**src/include/touch_macros.svh**
```systemverilog
`ifndef TOUCH_MACROS_SVH
`define TOUCH_MACROS_SVH

// serial clock half-period in cclk cycles
`define TOUCH_CLK_DIV_COUNT 25

// frame sizes on the serial link
`define TOUCH_CMD_BITS 8
`define TOUCH_RESULT_BITS 12

// conversions per channel, only the last one is kept
`define TOUCH_SETTLE_CONVERSIONS 8

// panel calibration, raw counts at the left and top edges
`define TOUCH_X_ADJ_MIN 12'h096
`define TOUCH_Y_ADJ_MIN 12'h12C

// screen is 480 x 273
`define TOUCH_X_MAX 9'd479
`define TOUCH_Y_MAX 9'd272

// moving average over 8 samples
`define TOUCH_AVG_LOG_DEPTH 3

`endif

```
**src/logic/touch_pkg.sv**
```systemverilog
`default_nettype none

package touch_pkg;

	// measured channel, also the rotation order
	typedef enum logic [1:0] {
		CH_X = 2'd0,
		CH_Y = 2'd1,
		CH_Z = 2'd2
	} channel_e;

	// control byte fields, msb first on the wire
	typedef struct packed {
		logic       start;   // always 1
		logic [2:0] addr;    // A2..A0
		logic       mode;    // 0 selects 12-bit
		logic       ser_dfr; // 0 selects differential
		logic [1:0] pd;      // PD1..PD0
	} touch_cmd_fields_t;

	// sequencer fills the fields, link shifts the raw byte
	typedef union packed {
		logic [7:0]        raw;
		touch_cmd_fields_t f;
	} touch_cmd_u;

endpackage

`default_nettype wire

```
**src/logic/touch_averager.sv**
```systemverilog
`timescale 1ns/1ps
`default_nettype none

module touch_averager #(
	parameter int WIDTH = 9,
	parameter int LOG_DEPTH = 3
) (
	input wire cclk,
	input wire rstb,
	input wire ena,
	input wire [WIDTH-1:0] sample,
	output logic [WIDTH-1:0] average
);

	localparam int DEPTH = 1 << LOG_DEPTH;
	localparam int SUM_W = WIDTH + LOG_DEPTH;

	logic [WIDTH-1:0] window [DEPTH];
	logic [SUM_W-1:0] sum;

	// sum is always the total of the window
	always_ff @(posedge cclk) begin
		if (!rstb) begin
			for (int i = 0; i < DEPTH; i++)
				window[i] <= '0;
			sum <= '0;
		end else if (ena) begin
			window[0] <= sample;
			for (int i = 1; i < DEPTH; i++)
				window[i] <= window[i-1];
			sum <= sum + SUM_W'(sample) - SUM_W'(window[DEPTH-1]); // oldest drops out
		end
	end

	always_ff @(posedge cclk) begin
		if (!rstb)
			average <= '0;
		else
			average <= sum[SUM_W-1:LOG_DEPTH];
	end

endmodule

`default_nettype wire

```
**src/logic/touch_serial_link.sv**
```systemverilog
`timescale 1ns/1ps
`default_nettype none
`include "touch_macros.svh"

module touch_serial_link (
	input wire cclk,
	input wire rstb,
	input wire conv_start,
	input wire touch_pkg::touch_cmd_u cmd,
	input wire touch_busy,
	input wire data_in,
	output logic touch_clk,
	output logic data_out,
	output logic touch_csb,
	output logic conv_done,
	output logic [`TOUCH_RESULT_BITS-1:0] conv_data
);

	typedef enum logic [1:0] {
		PH_IDLE,
		PH_CMD,
		PH_BUSY,
		PH_RESULT
	} phase_e;

	localparam int DIV_W = $clog2(`TOUCH_CLK_DIV_COUNT);
	localparam logic [DIV_W-1:0] DIV_LAST = DIV_W'(`TOUCH_CLK_DIV_COUNT - 1);
	localparam logic [3:0] CMD_LAST = 4'(`TOUCH_CMD_BITS - 1);
	localparam logic [3:0] RESULT_BITS = 4'(`TOUCH_RESULT_BITS);

	phase_e phase;
	logic [DIV_W-1:0] div_cnt;
	logic [3:0] bit_cnt;
	logic [`TOUCH_CMD_BITS-1:0] tx_shift;
	logic [`TOUCH_RESULT_BITS-1:0] rx_shift;
	logic sclk;
	logic edge_tick;
	logic rise;
	logic fall;

	// serial clock only runs inside a transaction
	assign edge_tick = (phase != PH_IDLE) && (div_cnt == DIV_LAST);
	assign rise = edge_tick && !sclk;
	assign fall = edge_tick && sclk;

	assign touch_clk = sclk;
	assign data_out = tx_shift[`TOUCH_CMD_BITS-1];
	assign conv_data = rx_shift;

	always_ff @(posedge cclk) begin
		if (!rstb) begin
			phase <= PH_IDLE;
			div_cnt <= '0;
			bit_cnt <= '0;
			sclk <= 1'b0;
			tx_shift <= '0;
			conv_done <= 1'b0;
			touch_csb <= 1'b1;
		end else begin
			touch_csb <= 1'b0; // converter stays selected
			conv_done <= 1'b0;
			if (phase == PH_IDLE || div_cnt == DIV_LAST)
				div_cnt <= '0;
			else
				div_cnt <= div_cnt + 1'b1;
			if (edge_tick)
				sclk <= !sclk;
			case (phase)
				PH_IDLE: begin
					if (conv_start) begin
						tx_shift <= cmd.raw; // msb is on the pin before the first rise
						bit_cnt <= '0;
						phase <= PH_CMD;
					end
				end
				PH_CMD: begin
					if (fall) begin
						tx_shift <= {tx_shift[`TOUCH_CMD_BITS-2:0], 1'b0};
						if (bit_cnt == CMD_LAST) begin
							bit_cnt <= '0;
							phase <= PH_BUSY;
						end else begin
							bit_cnt <= bit_cnt + 1'b1;
						end
					end
				end
				PH_BUSY: begin
					// clock keeps running, busy checked on rising edges
					if (rise && !touch_busy)
						phase <= PH_RESULT;
				end
				PH_RESULT: begin
					if (rise)
						bit_cnt <= bit_cnt + 1'b1;
					if (fall && bit_cnt == RESULT_BITS) begin
						bit_cnt <= '0;
						conv_done <= 1'b1;
						phase <= PH_IDLE;
					end
				end
				default: phase <= PH_IDLE;
			endcase
		end
	end

	// result bits, msb first
	always_ff @(posedge cclk) begin
		if (phase == PH_RESULT && rise)
			rx_shift <= {rx_shift[`TOUCH_RESULT_BITS-2:0], data_in};
	end

	// one conversion in flight at a time
	start_only_in_idle: assert property (@(posedge cclk) disable iff (!rstb)
		conv_start |-> phase == PH_IDLE);

	clk_low_in_idle: assert property (@(posedge cclk) disable iff (!rstb)
		phase == PH_IDLE |-> !touch_clk);

endmodule

`default_nettype wire

```
**src/logic/touch_scan_sequencer.sv**
```systemverilog
`timescale 1ns/1ps
`default_nettype none
`include "touch_macros.svh"

module touch_scan_sequencer (
	input wire cclk,
	input wire rstb,
	input wire conv_done,
	output logic conv_start,
	output touch_pkg::touch_cmd_u cmd,
	output logic sample_valid,
	output touch_pkg::channel_e sample_channel
);

	localparam int CNT_W = $clog2(`TOUCH_SETTLE_CONVERSIONS);
	localparam logic [CNT_W-1:0] CNT_LAST = CNT_W'(`TOUCH_SETTLE_CONVERSIONS - 1);

	touch_pkg::channel_e channel;
	logic [CNT_W-1:0] conv_cnt;
	logic started;

	always_ff @(posedge cclk) begin
		if (!rstb) begin
			started <= 1'b0;
			conv_start <= 1'b0;
			conv_cnt <= '0;
			channel <= touch_pkg::CH_X;
			sample_valid <= 1'b0;
			sample_channel <= touch_pkg::CH_X;
		end else begin
			started <= 1'b1;
			conv_start <= !started || conv_done; // kick once, then back to back
			sample_valid <= 1'b0;
			if (conv_done) begin
				if (conv_cnt == CNT_LAST) begin
					conv_cnt <= '0;
					sample_valid <= 1'b1;
					sample_channel <= channel; // tag before switching
					case (channel)
						touch_pkg::CH_X: channel <= touch_pkg::CH_Y;
						touch_pkg::CH_Y: channel <= touch_pkg::CH_Z;
						default:         channel <= touch_pkg::CH_X;
					endcase
				end else begin
					conv_cnt <= conv_cnt + 1'b1;
				end
			end
		end
	end

	// control byte for the current channel
	always_comb begin
		cmd.f.start = 1'b1;
		case (channel)
			touch_pkg::CH_X: cmd.f.addr = 3'b101;
			touch_pkg::CH_Y: cmd.f.addr = 3'b001;
			default:         cmd.f.addr = 3'b011; // Z1 pressure
		endcase
		cmd.f.mode = 1'b0;
		cmd.f.ser_dfr = 1'b0;
		cmd.f.pd = 2'b11; // reference and ADC kept on
	end

	valid_single_cycle: assert property (@(posedge cclk) disable iff (!rstb)
		sample_valid |=> !sample_valid);

endmodule

`default_nettype wire

```
**src/logic/touch_position_filter.sv**
```systemverilog
`timescale 1ns/1ps
`default_nettype none
`include "touch_macros.svh"

module touch_position_filter (
	input wire cclk,
	input wire rstb,
	input wire sample_valid,
	input wire touch_pkg::channel_e sample_channel,
	input wire [11:0] conv_data,
	output wire [8:0] x,
	output wire [8:0] y,
	output wire [8:0] z
);

	logic [11:0] x_adj;
	logic [11:0] y_adj;
	logic [11:0] x_scaled;
	logic [11:0] y_scaled;
	logic [8:0] x_cond;
	logic [8:0] y_cond;
	logic [8:0] z_cond;
	logic ena_x;
	logic ena_y;
	logic ena_z;

	// offset removal, floored at zero
	assign x_adj = (conv_data > `TOUCH_X_ADJ_MIN) ? conv_data - `TOUCH_X_ADJ_MIN : 12'h000;
	assign y_adj = (conv_data > `TOUCH_Y_ADJ_MIN) ? conv_data - `TOUCH_Y_ADJ_MIN : 12'h000;

	// x by 1/8, y by roughly 1/13
	assign x_scaled = x_adj >> 3;
	assign y_scaled = (y_adj >> 4) + (y_adj >> 6);

	assign x_cond = (x_scaled > 12'(`TOUCH_X_MAX)) ? `TOUCH_X_MAX : x_scaled[8:0];
	assign y_cond = (y_scaled > 12'(`TOUCH_Y_MAX)) ? `TOUCH_Y_MAX : y_scaled[8:0];
	assign z_cond = conv_data[11:3];

	assign ena_x = sample_valid && (sample_channel == touch_pkg::CH_X);
	assign ena_y = sample_valid && (sample_channel == touch_pkg::CH_Y);
	assign ena_z = sample_valid && (sample_channel == touch_pkg::CH_Z);

	touch_averager #(
		.WIDTH(9),
		.LOG_DEPTH(`TOUCH_AVG_LOG_DEPTH)
	) u_avg_x (
		.cclk(cclk),
		.rstb(rstb),
		.ena(ena_x),
		.sample(x_cond),
		.average(x)
	);

	touch_averager #(
		.WIDTH(9),
		.LOG_DEPTH(`TOUCH_AVG_LOG_DEPTH)
	) u_avg_y (
		.cclk(cclk),
		.rstb(rstb),
		.ena(ena_y),
		.sample(y_cond),
		.average(y)
	);

	touch_averager #(
		.WIDTH(9),
		.LOG_DEPTH(`TOUCH_AVG_LOG_DEPTH)
	) u_avg_z (
		.cclk(cclk),
		.rstb(rstb),
		.ena(ena_z),
		.sample(z_cond),
		.average(z)
	);

endmodule

`default_nettype wire

```
**src/logic/touch_controller.sv**
```systemverilog
`timescale 1ns/1ps
`default_nettype none

module touch_controller (
	input wire cclk,
	input wire rstb,
	input wire touch_busy,
	input wire data_in,
	output wire touch_clk,
	output wire data_out,
	output wire touch_csb,
	output wire [8:0] x,
	output wire [8:0] y,
	output wire [8:0] z
);

	wire conv_start;
	wire conv_done;
	wire [11:0] conv_data;
	wire sample_valid;
	touch_pkg::touch_cmd_u cmd;
	touch_pkg::channel_e sample_channel;

	touch_serial_link u_link (
		.cclk(cclk),
		.rstb(rstb),
		.conv_start(conv_start),
		.cmd(cmd),
		.touch_busy(touch_busy),
		.data_in(data_in),
		.touch_clk(touch_clk),
		.data_out(data_out),
		.touch_csb(touch_csb),
		.conv_done(conv_done),
		.conv_data(conv_data)
	);

	// runs beside the link, paced by conv_done
	touch_scan_sequencer u_seq (
		.cclk(cclk),
		.rstb(rstb),
		.conv_done(conv_done),
		.conv_start(conv_start),
		.cmd(cmd),
		.sample_valid(sample_valid),
		.sample_channel(sample_channel)
	);

	touch_position_filter u_filter (
		.cclk(cclk),
		.rstb(rstb),
		.sample_valid(sample_valid),
		.sample_channel(sample_channel),
		.conv_data(conv_data),
		.x(x),
		.y(y),
		.z(z)
	);

endmodule

`default_nettype wire

```
**config.mk**
```make
export PLATFORM = sky130hd
export DESIGN_NAME = touch_controller
export DESIGN_NICKNAME = d
export VERILOG_FILES = /design/src/logic/touch_pkg.sv /design/src/logic/touch_averager.sv /design/src/logic/touch_serial_link.sv /design/src/logic/touch_scan_sequencer.sv /design/src/logic/touch_position_filter.sv /design/src/logic/touch_controller.sv
export VERILOG_INCLUDE_DIRS = /design/src /design/src/include
export SDC_FILE = /design/constraint.sdc
export NUM_CORES = 1
export LEC_CHECK = 0
export ABC_AREA = 1
export BUFFER_PORTS_ARGS = -buffer_cell sky130_fd_sc_hd__buf_2
export CAP_MARGIN = 20
export CORE_ASPECT_RATIO = 0.75
export CORE_MARGIN = 10
export CORE_UTILIZATION = 25
export DETAILED_ROUTE_END_ITERATION = 10
export MAX_ROUTING_LAYER = met4
export PLACE_DENSITY = 0.4
export SLEW_MARGIN = 10
export SYNTH_ARGS = -nofsm -noshare
export SYNTH_HDL_FRONTEND = slang
export SYNTH_SLANG_ARGS = --single-unit
```
**constraint.sdc**
```tcl
create_clock -name cclk -period 5.15 [get_ports cclk]
set_input_delay 0.7725 -clock cclk [delete_from_list [all_inputs] [get_ports cclk]]
set_output_delay 0.7725 -clock cclk [all_outputs]
set_load 0.005 [all_outputs]
```
==> results.yml <==
finish:
  nets: 1680
  final_area_um2: 17330
  final_core_util_pct: 29.53
  fin_cells: 2417
  antenna-diode-count: 0
  drive_gt1_share_pct: 11.86
  syn_to_final_growth_pct: 17.41
drt:
  drc_errors: 0
  finalWirelength_mm: 30.05
  drtIter0Drc: 513
  via_per_inst: 3.885
  drt_pass1_iterations: 5
  vias: 9391
  antenna_left: 0
  wl_per_cell_um: 12.43
cts:
  clk_pin_slew_ns: 0.06
  htreeDepth: 2
  root_buffer: "clkbuf_16"
  cts_buffers: 37
  ctsHoldBuffers: 0
  clock_sinks: 323
  cts_tree: "yes"
  clockBufferDepth: 3
  clk_latency_ns: 0.55
sta:
  fin_crit_sh_pct: 92.60
  fin_crit_ns: 4.769
  setup_ws_ns: 0.3809
  skew_ns: 0.02653
  slew_headroom_pct: 30.27
  hold_viol_final: 0
  drv_slew: 0
  worst_slew_pin_slew_ns: 1.046
  setup_viol: 0
  setup_tns_ns: 0
  max_freq_ghz: 0.2097
  fin_hold_ws_ns: 0.4154
power:
  pwr-share-comb_pct: 6.5
  sw_frac_of_total_pct: 23.27
  pwr-share-seq_pct: 49.4
  p_per_area_nw_per_um2: 343.4
  cellInternalPower_mw: 4.566
  clock_power_share_pct: 44.1
  ir_drop_mv: 0.1834
  power.switching_mw: 1.385
  total_power_mw: 5.951
  p_leak_nw: 7.905
global_route:
  grt_pass1_wl_mm: 50.06
  grt_max_degree: 80
  antenna_found_initial: 0
  grt_pass1_vias: 9387
  grtUsageTotal_pct: 9.118
  overflow: 0
hold_path:
  hold_path_class: "reg -> reg"
  min_path_cells: 1
place:
  io_buffer_count: 33
  placed_cell_area_um2: 15960
  place.gp.congestion: 0.8041
  post-dp-hpwl_mm: 19.36
  dp_cells: 2339
  pre_cts_slack_ns: 0.07337
floorplanning:
  coreArea_um2: 58670
  start_util_pct: 25.15
  die_y_um: 230.4
  die_width_um: 300.6
  ios: 34
  row_count: 77
  die_area_um2: 69250
synthesis:
  syn_inst: 1526
  ys_seq_area_share_pct: 59.28
  avgSynthCellArea_um2: 9.671
  yosys_register_bits: 323
  synth_cell_types: 48
  synth_nets: 1608
  syn-cell-area_um2: 14760
  yosysWarnings: 0
worst_setup_path:
  worstSetupStartpoint: "u_link.conv_data[3]$_DFFE_PP_"
  crit_fanout: 5
  critical_path_class: "reg -> reg"
  path_common_cell: "nand2_1"
  timing.rr.end: "u_filter.u_avg_x.sum[10]$_SDFFE_PN0P_"
  r2r-start: "u_link.conv_data[3]$_DFFE_PP_"
  crit_arrival_ns: 5.23
  slowest_delay_ns: 0.43
  endpoint: "u_filter.u_avg_x.sum[10]$_SDFFE_PN0P_"
  required_ns: 5.61
  reg2reg_slack_ns: 0.38
  cp-start-kind: "flip-flop"
  reg2reg_depth: 31
  cp_slowest_cell: "fa_1"
  cp-end-kind: "flip-flop"
job:
  drv_cap: 0
outcome:
  status: "complete, no violations"
-- cell usage in the layout, fill, tap and decap left out, drive strengths merged, types with 2 or more instances in the layout --
cell type	count
dfxtp	95
nand3b	2
edfxtp	228
o22ai	13
clkinvlp	2
o32ai	2
clkbuf	53
inv	398
a21oi	61
a221oi	3
nand3	31
buf	65
or2	4
o21ai	53
nand4	5
nor2	224
fa	27
ha	51
nor3	11
and2	2
xor2	13
xnor2	6
clkinv	12
nand2	245
bufinv	2
a211oi	9
-- layout make-up --
type | instances | area [um2]
repair buffers | 65 | 427.9
clock buffers | 53 | 1062
inverters | 399 | 1500
well taps | 790 | 988.4
multi-input cells | 772 | 4469
flip-flops and latches | 323 | 8748
fillers | 6110 | 41340
clock inverters | 15 | 131.4
-- power by group through the flow --
stage | combinational (mW) | clock, mW | sequential (mW)
2_1_floorplan | 0.291 | 0 | 2.99
3_3_place_gp | 0.383 | 0 | 2.99
3_5_place_dp | 0.386 | 0 | 3.00
4_1_cts | 0.389 | 2.74 | 2.94
5_1_grt | 0.456 | 2.84 | 2.96
6_report | 0.389 | 2.62 | 2.94
-- what timing repair did --
action / 4_1_cts / 5_1_grt
buffers inserted: 0 / 9
resized for setup: 0 / 29
setup endpoints to repair: 0 / 8
endpoints found under the hold margin: 0 / 0
-- state kept, by name (all words and copies together) (netlist names), 3 cells and up --
register and flops:
u_filter.u_avg_y.window 72, u_seq.conv_cnt 3, u_filter.u_avg_y.average 9, u_filter.u_avg_x.sum 12, u_filter.u_avg_z.average 9, u_link.div_cnt 5
u_filter.u_avg_y.sum 12, u_filter.u_avg_x.average 9, u_filter.u_avg_z.window 72, u_filter.u_avg_x.window 72, u_filter.u_avg_z.sum 12, u_link.bit_cnt 4
u_link.conv_data 12, u_link.tx_shift 8
-- worst max-delay path: cells and delay by family, from the launching register on --
kind            cells  cell delay (ns)
compound gates      7             1.18
xor+xnor            1             0.16
fa+ha+maj           2             0.79
buf+inv             7             0.80
flops               1             0.42
simple gates       14             1.33
-- per-layer routing --
layer	part of all wire [%]	wire length [um]	vias up	global-route usage, %
met5	0	0	-	-
met4	2.3	688	0	2.997
met3	4.2	1259	50	2.029
met2	40	11930	117	12.54
met1	54	16170	4338	12.99
li1	-	-	4886	-
-- worst min-delay path by stage --
stage                                      from                     endpoint  slack, ns
after floorplan           u_seq.started$_DFF_P_  u_seq.conv_start$_SDFF_PN0_       0.39
after global placement    u_seq.started$_DFF_P_  u_seq.conv_start$_SDFF_PN0_       0.40
after detailed placement  u_seq.started$_DFF_P_  u_seq.conv_start$_SDFF_PN0_       0.40
after CTS                 u_seq.started$_DFF_P_  u_seq.conv_start$_SDFF_PN0_       0.42
after global routing      u_seq.started$_DFF_P_  u_seq.conv_start$_SDFF_PN0_       0.44
final                     u_seq.started$_DFF_P_  u_seq.conv_start$_SDFF_PN0_       0.42
-- Yosys cell counts, drive strengths merged --
cell type	n	share of area, %
o32ai	2	0.12
a211oi	9	0.46
xnor2	6	0.36
o2111ai	1	0.059
o31ai	1	0.051
buf	9	0.31
a22o	1	0.059
a21o	1	0.051
o21ai	53	1.8
or2	4	0.17
o21bai	1	0.051
a21oi	61	2.1
nor3	11	0.41
o211ai	1	0.051
xor2	13	0.77
clkbuf	23	0.58
nand3b	2	0.10
nand4	5	0.21
a31oi	1	0.042
and2	2	0.085
inv	398	10
nand2	245	6.7
clkinv	1	0.025
o22ai	13	0.55
edfxtp	228	46
and3	1	0.042
nand3	31	1.3
dfxtp	95	13
a21boi	1	0.051
a41oi	1	0.059
ha	51	4.3
fa	27	3.7
a221oi	3	0.18
nor2	224	5.9
-- logic make-up (layout without fill, tap and decap cells) --
family	after synthesis	in the layout	synth area share, %
compound gates	150	150	5.723
xor+xnor	19	19	1.128
fa+ha+maj	78	78	7.986
buf+inv	431	532	11.04
flops	323	323	59.28
simple gates	525	525	14.85
No activity file was read; power rests on OpenSTA's default activity.
